File: config.mk
export PLATFORM = sky130hd
export DESIGN_NAME = rv_lite_top
export DESIGN_NICKNAME = d
export VERILOG_FILES = /design/src/hdl/rv_lite_pkg.sv /design/src/hdl/rv_lite_ifs.sv /design/src/hdl/exec_unit.sv /design/src/hdl/fetch_unit.sv /design/src/hdl/load_store_unit.sv /design/src/hdl/mem_arbiter.sv /design/src/hdl/rv_lite_top.sv
export SDC_FILE = /design/constraint.sdc
export NUM_CORES = 2
export LEC_CHECK = 0
export BUFFER_PORTS_ARGS = -buffer_cell sky130_fd_sc_hd__buf_2
export CAP_MARGIN = 10
export CELL_PAD_IN_SITES_DETAIL_PLACEMENT = 1
export CELL_PAD_IN_SITES_GLOBAL_PLACEMENT = 2
export CORE_MARGIN = 3
export CORE_UTILIZATION = 50
export DETAILED_ROUTE_END_ITERATION = 6
export PLACE_DENSITY_LB_ADDON = 0.08
export SLEW_MARGIN = 10
export SYNTH_ARGS = -nofsm -noshare
export SYNTH_HDL_FRONTEND = slang
export SYNTH_SLANG_ARGS = --single-unit
File: constraint.sdc
create_clock -name clk_i -period 27.2 [get_ports clk_i]
set_input_delay 2.72 -clock clk_i [delete_from_list [all_inputs] [get_ports clk_i]]
set_output_delay 2.72 -clock clk_i [all_outputs]
set_load 0.02 [all_outputs]
File: src/hdl/rv_lite_pkg.sv
// Core-wide definitions
`default_nettype none

package rv_lite_pkg;

  // Data and address width
  parameter int xlen_gp = 32;
  // Register index width, 32 architectural registers
  parameter int reg_addr_width_gp = 5;

  // Major opcodes, encoded as instr[6:0]
  typedef enum logic [6:0] {
    opc_op     = 7'b0110011,
    opc_op_imm = 7'b0010011,
    opc_lui    = 7'b0110111,
    opc_load   = 7'b0000011,
    opc_store  = 7'b0100011,
    opc_branch = 7'b1100011,
    opc_jal    = 7'b1101111,
    opc_system = 7'b1110011
  } opcode_e;

  // ALU operations
  typedef enum logic [2:0] {
    alu_add,
    alu_sub,
    alu_and,
    alu_or,
    alu_xor,
    alu_slt,
    alu_sll,
    alu_srl
  } alu_op_e;

  // Execute sequencing
  typedef enum logic [1:0] {
    st_wait_instr,
    st_execute,
    st_wait_mem,
    st_halted
  } exec_state_e;

  // Memory port ownership
  typedef enum logic [1:0] {
    arb_idle,
    arb_fetch_busy,
    arb_data_busy
  } arb_state_e;

endpackage

`default_nettype wire

File: src/hdl/rv_lite_ifs.sv
// Internal bus interfaces
`default_nettype none

// Word request/response link with valid/yumi handshake
interface mem_bus_if import rv_lite_pkg::*; ();
  logic               req_v;
  logic               we;
  logic [xlen_gp-1:0] addr;
  logic [xlen_gp-1:0] wdata;
  logic               yumi;
  logic               rsp_v;
  logic [xlen_gp-1:0] rdata;

  // Fetch or load-store side
  modport requester (
    output req_v, we, addr, wdata,
    input  yumi, rsp_v, rdata
  );

  // Arbiter side
  modport arbiter (
    input  req_v, we, addr, wdata,
    output yumi, rsp_v, rdata
  );
endinterface

// Instruction handoff and redirect between fetch and execute
interface fetch_if import rv_lite_pkg::*; ();
  logic               instr_v;
  logic [xlen_gp-1:0] instr;
  logic [xlen_gp-1:0] pc;
  logic               ready;
  logic               redirect_v;
  logic [xlen_gp-1:0] redirect_pc;

  modport producer (
    output instr_v, instr, pc,
    input  ready, redirect_v, redirect_pc
  );

  modport consumer (
    input  instr_v, instr, pc,
    output ready, redirect_v, redirect_pc
  );
endinterface

`default_nettype wire

File: src/hdl/exec_unit.sv
// Decode, register file and execute
`default_nettype none

module exec_unit import rv_lite_pkg::*; (
  input  logic               clk_i,
  input  logic               rst_n_i,
  fetch_if.consumer          fe,
  output logic               ls_req_v_o,
  output logic               ls_we_o,
  output logic [xlen_gp-1:0] ls_addr_o,
  output logic [xlen_gp-1:0] ls_wdata_o,
  input  logic               ls_done_i,
  input  logic [xlen_gp-1:0] ls_rdata_i,
  output logic               halted_o
);

  exec_state_e                  state_r;
  exec_state_e                  state_n;
  logic [xlen_gp-1:0]           instr_r;
  logic [xlen_gp-1:0]           pc_r;
  logic [xlen_gp-1:0]           rf_mem [2**reg_addr_width_gp];

  opcode_e                      opcode;
  logic [2:0]                   funct3;
  logic [reg_addr_width_gp-1:0] rd;
  logic [reg_addr_width_gp-1:0] rs1;
  logic [reg_addr_width_gp-1:0] rs2;
  logic [xlen_gp-1:0]           imm_i;
  logic [xlen_gp-1:0]           imm_s;
  logic [xlen_gp-1:0]           imm_b;
  logic [xlen_gp-1:0]           imm_j;
  logic [xlen_gp-1:0]           rs1_val;
  logic [xlen_gp-1:0]           rs2_val;
  alu_op_e                      alu_op;
  logic                         alu_ok;
  logic [xlen_gp-1:0]           alu_b;
  logic [xlen_gp-1:0]           alu_res;
  logic                         br_taken;
  logic                         rf_we;
  logic [xlen_gp-1:0]           rf_wd;

  // Field extraction
  assign opcode = opcode_e'(instr_r[6:0]);
  assign funct3 = instr_r[14:12];
  assign rd     = instr_r[11:7];
  assign rs1    = instr_r[19:15];
  assign rs2    = instr_r[24:20];
  assign imm_i  = {{20{instr_r[31]}}, instr_r[31:20]};
  assign imm_s  = {{20{instr_r[31]}}, instr_r[31:25], instr_r[11:7]};
  assign imm_b  = {{20{instr_r[31]}}, instr_r[7], instr_r[30:25], instr_r[11:8], 1'b0};
  assign imm_j  = {{12{instr_r[31]}}, instr_r[19:12], instr_r[20], instr_r[30:21], 1'b0};

  // x0 reads as zero
  assign rs1_val = (rs1 == '0) ? '0 : rf_mem[rs1];
  assign rs2_val = (rs2 == '0) ? '0 : rf_mem[rs2];

  // funct3 to ALU op; SLTU, SRA and M-extension encodings fall out as no-ops
  always_comb begin
    alu_op = alu_add;
    alu_ok = (opcode != opc_op) || ((instr_r[31] == 1'b0) && (instr_r[29:25] == '0));
    case (funct3)
      3'b000: alu_op = (opcode == opc_op && instr_r[30]) ? alu_sub : alu_add;
      3'b001: alu_op = alu_sll;
      3'b010: alu_op = alu_slt;
      3'b100: alu_op = alu_xor;
      3'b101: begin
        alu_op = alu_srl;
        alu_ok = alu_ok & ~instr_r[30];
      end
      3'b110: alu_op = alu_or;
      3'b111: alu_op = alu_and;
      default: alu_ok = 1'b0;
    endcase
  end

  assign alu_b = (opcode == opc_op) ? rs2_val : imm_i;

  always_comb begin
    case (alu_op)
      alu_add: alu_res = rs1_val + alu_b;
      alu_sub: alu_res = rs1_val - alu_b;
      alu_and: alu_res = rs1_val & alu_b;
      alu_or:  alu_res = rs1_val | alu_b;
      alu_xor: alu_res = rs1_val ^ alu_b;
      alu_slt: alu_res = {{(xlen_gp-1){1'b0}}, $signed(rs1_val) < $signed(alu_b)};
      alu_sll: alu_res = rs1_val << alu_b[4:0];
      default: alu_res = rs1_val >> alu_b[4:0];
    endcase
  end

  // Branch condition from funct3
  always_comb begin
    case (funct3)
      3'b000:  br_taken = (rs1_val == rs2_val);
      3'b001:  br_taken = (rs1_val != rs2_val);
      3'b100:  br_taken = ($signed(rs1_val) < $signed(rs2_val));
      3'b101:  br_taken = ($signed(rs1_val) >= $signed(rs2_val));
      3'b110:  br_taken = (rs1_val < rs2_val);
      3'b111:  br_taken = (rs1_val >= rs2_val);
      default: br_taken = 1'b0;
    endcase
  end

  // Sequencing, write-back and redirects
  always_comb begin
    state_n        = state_r;
    rf_we          = 1'b0;
    rf_wd          = alu_res;
    ls_req_v_o     = 1'b0;
    fe.redirect_v  = 1'b0;
    fe.redirect_pc = pc_r + imm_b;
    case (state_r)
      st_wait_instr: if (fe.instr_v) state_n = st_execute;
      st_execute: begin
        state_n = st_wait_instr;
        case (opcode)
          opc_op, opc_op_imm: rf_we = alu_ok;
          opc_lui: begin
            rf_we = 1'b1;
            rf_wd = {instr_r[31:12], 12'b0};
          end
          opc_load, opc_store: begin
            ls_req_v_o = 1'b1;
            state_n    = st_wait_mem;
          end
          opc_branch: fe.redirect_v = br_taken;
          opc_jal: begin
            rf_we          = 1'b1;
            rf_wd          = pc_r + xlen_gp'(4);
            fe.redirect_v  = 1'b1;
            fe.redirect_pc = pc_r + imm_j;
          end
          // Only ECALL halts
          opc_system: if (instr_r[31:7] == '0) state_n = st_halted;
          default: ;
        endcase
      end
      st_wait_mem: begin
        if (ls_done_i) begin
          state_n = st_wait_instr;
          rf_we   = (opcode == opc_load);
          rf_wd   = ls_rdata_i;
        end
      end
      default: state_n = st_halted;
    endcase
  end

  assign ls_we_o    = (opcode == opc_store);
  assign ls_addr_o  = rs1_val + ((opcode == opc_store) ? imm_s : imm_i);
  assign ls_wdata_o = rs2_val;
  assign fe.ready   = (state_r == st_wait_instr);
  assign halted_o   = (state_r == st_halted);

  always_ff @(posedge clk_i) begin
    if (!rst_n_i) begin
      state_r <= st_wait_instr;
    end else begin
      state_r <= state_n;
    end
  end

  // Instruction latch and register file writes
  always_ff @(posedge clk_i) begin
    if (fe.ready && fe.instr_v) begin
      instr_r <= fe.instr;
      pc_r    <= fe.pc;
    end
    if (rf_we && rd != '0) begin
      rf_mem[rd] <= rf_wd;
    end
  end

endmodule

`default_nettype wire

File: src/hdl/fetch_unit.sv
// Instruction fetch with one-ahead prefetch
`default_nettype none

module fetch_unit import rv_lite_pkg::*; #(
  parameter logic [xlen_gp-1:0] reset_pc_p = '0
) (
  input  logic          clk_i,
  input  logic          rst_n_i,
  mem_bus_if.requester  bus,
  fetch_if.producer     fe
);

  // Next address to fetch
  logic [xlen_gp-1:0] pc_r;
  // One request slot, pending on the bus or waiting for its response
  logic               req_v_r;
  logic [xlen_gp-1:0] req_addr_r;
  logic               inflight_r;
  // Slot belongs to a path that a redirect abandoned
  logic               discard_r;
  // One-entry instruction buffer
  logic               buf_v_r;
  logic [xlen_gp-1:0] buf_instr_r;
  logic [xlen_gp-1:0] buf_pc_r;

  logic               take;
  logic               launch;
  logic               rsp_keep;
  logic [xlen_gp-1:0] launch_pc;

  assign take = buf_v_r & fe.ready;
  // New request once the slot is empty and the buffer is free or being freed
  assign launch = ~req_v_r & ~inflight_r & (~buf_v_r | take | fe.redirect_v);
  assign launch_pc = fe.redirect_v ? fe.redirect_pc : pc_r;
  // A response in the redirect cycle belongs to the old path too
  assign rsp_keep = bus.rsp_v & ~discard_r & ~fe.redirect_v;

  always_ff @(posedge clk_i) begin
    if (!rst_n_i) begin
      pc_r       <= reset_pc_p;
      req_v_r    <= 1'b0;
      inflight_r <= 1'b0;
      discard_r  <= 1'b0;
      buf_v_r    <= 1'b0;
    end else begin
      if (launch) begin
        req_v_r <= 1'b1;
        pc_r    <= launch_pc + xlen_gp'(4);
      end else if (fe.redirect_v) begin
        pc_r <= fe.redirect_pc;
      end
      if (req_v_r && bus.yumi) begin
        req_v_r    <= 1'b0;
        inflight_r <= 1'b1;
      end
      if (bus.rsp_v) begin
        inflight_r <= 1'b0;
        discard_r  <= 1'b0;
      end
      // Old request still has to drain through the arbiter
      if (fe.redirect_v && (req_v_r || inflight_r) && !bus.rsp_v) begin
        discard_r <= 1'b1;
      end
      if (fe.redirect_v) begin
        buf_v_r <= 1'b0;
      end else if (rsp_keep) begin
        buf_v_r <= 1'b1;
      end else if (take) begin
        buf_v_r <= 1'b0;
      end
    end
  end

  // Request address and buffered word
  always_ff @(posedge clk_i) begin
    if (launch) begin
      req_addr_r <= launch_pc;
    end
    if (rsp_keep) begin
      buf_instr_r <= bus.rdata;
      buf_pc_r    <= req_addr_r;
    end
  end

  assign bus.req_v  = req_v_r;
  assign bus.we     = 1'b0;
  assign bus.addr   = req_addr_r;
  assign bus.wdata  = '0;

  assign fe.instr_v = buf_v_r;
  assign fe.instr   = buf_instr_r;
  assign fe.pc      = buf_pc_r;

endmodule

`default_nettype wire

File: src/hdl/load_store_unit.sv
// Word load and store requester
`default_nettype none

module load_store_unit import rv_lite_pkg::*; (
  input  logic               clk_i,
  input  logic               rst_n_i,
  input  logic               ls_req_v_i,
  input  logic               ls_we_i,
  input  logic [xlen_gp-1:0] ls_addr_i,
  input  logic [xlen_gp-1:0] ls_wdata_i,
  output logic               ls_done_o,
  output logic [xlen_gp-1:0] ls_rdata_o,
  mem_bus_if.requester       bus
);

  // Request held on the bus until yumi
  logic               req_v_r;
  // Read accepted, response outstanding
  logic               wait_rsp_r;
  logic               we_r;
  logic [xlen_gp-1:0] addr_r;
  logic [xlen_gp-1:0] wdata_r;

  always_ff @(posedge clk_i) begin
    if (!rst_n_i) begin
      req_v_r    <= 1'b0;
      wait_rsp_r <= 1'b0;
    end else begin
      if (ls_req_v_i) begin
        req_v_r <= 1'b1;
      end else if (bus.yumi) begin
        req_v_r <= 1'b0;
      end
      if (req_v_r && bus.yumi && !we_r) begin
        wait_rsp_r <= 1'b1;
      end else if (bus.rsp_v) begin
        wait_rsp_r <= 1'b0;
      end
    end
  end

  // Capture once so execute can drop its lines after one cycle
  always_ff @(posedge clk_i) begin
    if (ls_req_v_i) begin
      we_r    <= ls_we_i;
      addr_r  <= ls_addr_i;
      wdata_r <= ls_wdata_i;
    end
  end

  assign bus.req_v = req_v_r;
  assign bus.we    = we_r;
  assign bus.addr  = addr_r;
  assign bus.wdata = wdata_r;

  // Writes complete on acceptance, reads on their response
  assign ls_done_o  = (req_v_r & bus.yumi & we_r) | (wait_rsp_r & bus.rsp_v);
  assign ls_rdata_o = bus.rdata;

endmodule

`default_nettype wire

File: src/hdl/mem_arbiter.sv
// Shared memory port arbiter
`default_nettype none

module mem_arbiter import rv_lite_pkg::*; (
  input  logic               clk_i,
  input  logic               rst_n_i,
  mem_bus_if.arbiter         fetch_bus,
  mem_bus_if.arbiter         data_bus,
  output logic               mem_req_v_o,
  output logic               mem_req_we_o,
  output logic [xlen_gp-1:0] mem_req_addr_o,
  output logic [xlen_gp-1:0] mem_req_wdata_o,
  input  logic               mem_req_yumi_i,
  input  logic               mem_rsp_v_i,
  input  logic [xlen_gp-1:0] mem_rsp_data_i
);

  arb_state_e state_r;
  arb_state_e state_n;
  // Read accepted by memory, grant waits for its response
  logic       issued_r;
  logic       sel_data;
  logic       sel_fetch;
  logic       req_fire;

  // Idle grants combinationally with data first, busy keeps the owner
  always_comb begin
    sel_data  = 1'b0;
    sel_fetch = 1'b0;
    case (state_r)
      arb_idle: begin
        sel_data  = data_bus.req_v;
        sel_fetch = ~data_bus.req_v & fetch_bus.req_v;
      end
      arb_fetch_busy: sel_fetch = 1'b1;
      arb_data_busy:  sel_data  = 1'b1;
      default: ;
    endcase
  end

  assign mem_req_v_o = ~issued_r & ((sel_data & data_bus.req_v) | (sel_fetch & fetch_bus.req_v));
  assign mem_req_we_o    = sel_data ? data_bus.we    : fetch_bus.we;
  assign mem_req_addr_o  = sel_data ? data_bus.addr  : fetch_bus.addr;
  assign mem_req_wdata_o = sel_data ? data_bus.wdata : fetch_bus.wdata;
  assign req_fire = mem_req_v_o & mem_req_yumi_i;

  // Handshake and response only reach the owner
  assign data_bus.yumi   = sel_data & req_fire;
  assign fetch_bus.yumi  = sel_fetch & req_fire;
  assign data_bus.rsp_v  = sel_data & issued_r & mem_rsp_v_i;
  assign fetch_bus.rsp_v = sel_fetch & issued_r & mem_rsp_v_i;
  assign data_bus.rdata  = sel_data ? mem_rsp_data_i : '0;
  assign fetch_bus.rdata = sel_fetch ? mem_rsp_data_i : '0;

  always_comb begin
    state_n = state_r;
    if (state_r == arb_idle) begin
      if (sel_data) begin
        state_n = arb_data_busy;
      end else if (sel_fetch) begin
        state_n = arb_fetch_busy;
      end
    end
    // Release on write acceptance or read response
    if ((req_fire && mem_req_we_o) || (issued_r && mem_rsp_v_i)) begin
      state_n = arb_idle;
    end
  end

  always_ff @(posedge clk_i) begin
    if (!rst_n_i) begin
      state_r  <= arb_idle;
      issued_r <= 1'b0;
    end else begin
      state_r <= state_n;
      if (req_fire && !mem_req_we_o) begin
        issued_r <= 1'b1;
      end else if (mem_rsp_v_i) begin
        issued_r <= 1'b0;
      end
    end
  end

endmodule

`default_nettype wire

File: src/hdl/rv_lite_top.sv
// Core top level
`default_nettype none

module rv_lite_top import rv_lite_pkg::*; #(
  parameter logic [xlen_gp-1:0] reset_pc_p = '0
) (
  input  logic               clk_i,
  input  logic               rst_n_i,
  output logic               mem_req_v_o,
  output logic               mem_req_we_o,
  output logic [xlen_gp-1:0] mem_req_addr_o,
  output logic [xlen_gp-1:0] mem_req_wdata_o,
  input  logic               mem_req_yumi_i,
  input  logic               mem_rsp_v_i,
  input  logic [xlen_gp-1:0] mem_rsp_data_i,
  output logic               halted_o
);

  // Execute to load-store request lines
  logic               ls_req_v;
  logic               ls_we;
  logic [xlen_gp-1:0] ls_addr;
  logic [xlen_gp-1:0] ls_wdata;
  logic               ls_done;
  logic [xlen_gp-1:0] ls_rdata;

  mem_bus_if fetch_bus ();
  mem_bus_if data_bus ();
  fetch_if   fe_if ();

  fetch_unit #(
    .reset_pc_p (reset_pc_p)
  ) fetch_unit_i (
    .clk_i   (clk_i),
    .rst_n_i (rst_n_i),
    .bus     (fetch_bus.requester),
    .fe      (fe_if.producer)
  );

  exec_unit exec_unit_i (
    .clk_i      (clk_i),
    .rst_n_i    (rst_n_i),
    .fe         (fe_if.consumer),
    .ls_req_v_o (ls_req_v),
    .ls_we_o    (ls_we),
    .ls_addr_o  (ls_addr),
    .ls_wdata_o (ls_wdata),
    .ls_done_i  (ls_done),
    .ls_rdata_i (ls_rdata),
    .halted_o   (halted_o)
  );

  load_store_unit load_store_unit_i (
    .clk_i      (clk_i),
    .rst_n_i    (rst_n_i),
    .ls_req_v_i (ls_req_v),
    .ls_we_i    (ls_we),
    .ls_addr_i  (ls_addr),
    .ls_wdata_i (ls_wdata),
    .ls_done_o  (ls_done),
    .ls_rdata_o (ls_rdata),
    .bus        (data_bus.requester)
  );

  // Arbiter owns the external port
  mem_arbiter mem_arbiter_i (
    .clk_i           (clk_i),
    .rst_n_i         (rst_n_i),
    .fetch_bus       (fetch_bus.arbiter),
    .data_bus        (data_bus.arbiter),
    .mem_req_v_o     (mem_req_v_o),
    .mem_req_we_o    (mem_req_we_o),
    .mem_req_addr_o  (mem_req_addr_o),
    .mem_req_wdata_o (mem_req_wdata_o),
    .mem_req_yumi_i  (mem_req_yumi_i),
    .mem_rsp_v_i     (mem_rsp_v_i),
    .mem_rsp_data_i  (mem_rsp_data_i)
  );

endmodule

`default_nettype wire

==> impl_metrics.tcl <==
set metrics [dict create \
    slowest_delay_ns 0.95 \
    min_path_cells 0 \
    initial_core_util_pct 50.38 \
    worst_pin_slew_ns 1.303 \
    dieArea_um2 149500 \
    syn_area_per_cell_um2 14.21 \
    placed_cell_area_um2 75920 \
    grt_max_degree 69 \
    r2r_end "fetch_unit_i.pc_r[30]" \
    htreeDepth 4 \
    hold_path_startpoint "fetch_unit_i.fe.pc[27]" \
    slew_headroom_pct 12.81 \
    fill_cells 13590 \
    synth.distinct_cells 88 \
    setup_viol 0 \
    yosysSeqAreaShare_pct 53.22 \
    dp_hpwl_mm 183.8 \
    start_kind "flop" \
    leakage_nw 27.68 \
    maxCapViolations 0 \
    fin_area_um2 80610 \
    worstSkewPairLatency_ns 0.81 \
    drtAntennaViolNets 0 \
    cp-end-kind "flop" \
    fin_crit_ns 11.40 \
    worst_ep_required_time_ns 27.93 \
    syn_inst 5099 \
    syn2layout_area_growth_pct 11.24 \
    drv_slew 0 \
    worst_slack_ns 15.80 \
    status "finished clean" \
    peakVddDrop_v 0.00006452 \
    postCtsSetupRepairBufs 0 \
    clockRootBuffer "clkbuf_16" \
    totalWireLength_mm 274.9 \
    rows 139 \
    final.setup_skew_ns 0.07207 \
    chipWidth_um 386.7 \
    drc_errors 0 \
    drive_gt1_share_pct 24.75 \
    grtUsageTotal_pct 36.67 \
    cts-resized-gates 0 \
    antenna_found_initial 20 \
    yosysTopAreaCell "edfxtp_1" \
    die_y_um 386.7 \
    grt_overflow 0 \
    power_mw 5.265 \
    clkSlewWorstSetupHoldPaths_ns 0.06 \
    final_util_pct 56.05 \
    pin_count 103 \
    core-area_um2 143800 \
    synth_top_area_share_pct 51.76 \
    cpMaxStageDelayCell "dfxtp_4" \
    cts_buffers 141 \
    ys.flop_type "edfxtp_1" \
    fin_crit_sh_pct 41.93 \
    pre_cts_ws_ns 16.06 \
    cp_num_buf_inv 6 \
    rrSetupSlack_ns 15.80 \
    port_buffers 102 \
    cts_tree "done" \
    setup_tns_ns 0 \
    holdCritPathClass "flop to flop" \
    grt_pass1_wl_mm 390.7 \
    vias_per_cell 7.039 \
    arrival_ns 12.13 \
    grt_pass1_vias 51620 \
    hold_path_end "exec_unit_i.pc_r[27]" \
    clockBufferDepth 3 \
    yosys_register_bits 1302 \
    finalHoldViolations 0 \
    synthArstFlopShare_pct 0 \
    synth_edf_count 1249 \
    drtIter0Drc 6233 \
    yosysMostFrequentCell "edfxtp_1" \
    worstRegToRegCells 31 \
    clkSinkCount 1302 \
    syn_area_um2 72460 \
    max_freq_mhz 87.68 \
    hold_buffers 0 \
    cp_max_fo 62 \
    yosys-top-cells-count "edfxtp_1, mux4_2, nor2_1, nand2_1, a21oi_1" \
    drtPass1Iterations 5 \
    crit_family "buffers and inverters" \
    rsz0062_at_grt "false" \
    detail_route.wl_per_cell_um 38.06 \
    vias 50850 \
    gp_congestion 1.032 \
    powerDensity_nw_per_um2 65.31 \
    worst-setup-path-type "flop to flop" \
    ys_warn_count 0 \
    ys_top_cells_by_area "edfxtp_1, mux4_2, ha_1" \
    nNetsFinal 5449 \
]
## flip-flops by register name, summed over array words and instances, names as in the netlist, named ones only
signal                        count
load_store_unit_i.bus.we          1
load_store_unit_i.bus.wdata      32
fetch_unit_i.bus.addr            32
mem_arbiter_i.issued_r            1
exec_unit_i.state_r               2
fetch_unit_i.fe.instr            32
exec_unit_i.instr_r              32
fetch_unit_i.fe.instr_v           1
exec_unit_i.pc_r                 32
load_store_unit_i.bus.req_v       1
fetch_unit_i.bus.req_v            1
load_store_unit_i.wait_rsp_r      1
fetch_unit_i.fe.pc               32
fetch_unit_i.inflight_r           1
mem_arbiter_i.state_r             2
exec_unit_i.rf_mem             1024
fetch_unit_i.pc_r                32
fetch_unit_i.discard_r            1
load_store_unit_i.bus.addr       32
## where the power goes
part	total (mW)	switching, mW	internal, mW
Clock	1.92	0.829	1.09
Sequential	2.48	0.0238	2.45
Combinational	0.868	0.627	0.242
Total	5.26	1.48	3.79
## routing by layer
| metal | GRT usage (%) | routed length [µm] | vias to the layer above |
|---|---|---|---|
| li1 | - | - | 20590 |
| met1 | 51.34 | 109600 | 26810 |
| met2 | 57.06 | 127000 | 2878 |
| met3 | 6.598 | 24890 | 571 |
| met4 | 15.41 | 13330 | 8 |
| met5 | 0 | 55 | - |
## cells by family after synthesis
family	share of synthesized area (%)
buf+inv	2.607
xor+xnor	1.305
fa+ha+maj	3.742
other cells	0.005175
simple gates	7.713
mux	22.74
compound gates	8.661
flops	53.22
## cell usage in the layout, fill, tap and decap left out, types with 90 or more instances in the layout
master,instances
edfxtp_1,1249
mux4_2,636
nand2_1,365
nor2_1,333
a21oi_1,245
ha_1,207
o21ai_0,183
inv_1,164
buf_4,144
clkbuf_16,143
mux2i_1,111
buf_2,102
mux2_2,90
## cell type report
class | count | area (µm²) | share of cell area [%]
Antenna cell | 4 | 10.01 | 0.01242
Inverter | 170 | 639.4 | 0.7932
Timing Repair Buffer | 248 | 1634 | 2.027
Tap cell | 1903 | 2381 | 2.954
Clock inverter | 81 | 874.6 | 1.085
Sequential cell | 1302 | 38600 | 47.89
Clock buffer | 178 | 3730 | 4.627
Multi-Input combinational cell | 3338 | 32740 | 40.62
## through the flow
step / cells / hold slack [ns]
6_report: 7224 / 0.4124
4_1_cts: 7218 / 0.4135
3_5_place_dp: 6959 / 0.4052
2_1_floorplan: 5130 / 0.4003
3_3_place_gp: 6959 / 0.4012
5_1_grt: 7220 / 0.4166
## worst max-delay path by stage
stage                     start                        to  slack, ns  cells after the start
after floorplan            flop  fetch_unit_i.fe.instr[0]      15.76                     26
after global placement     flop     fetch_unit_i.pc_r[30]      16.20                     31
after detailed placement   flop     fetch_unit_i.pc_r[30]      16.06                     31
after CTS                  flop     fetch_unit_i.pc_r[30]      15.99                     31
after global routing       flop     fetch_unit_i.pc_r[30]      15.38                     31
final                      flop     fetch_unit_i.pc_r[30]      15.80                     31
Note: power is estimated with default switching activity, not from simulation.
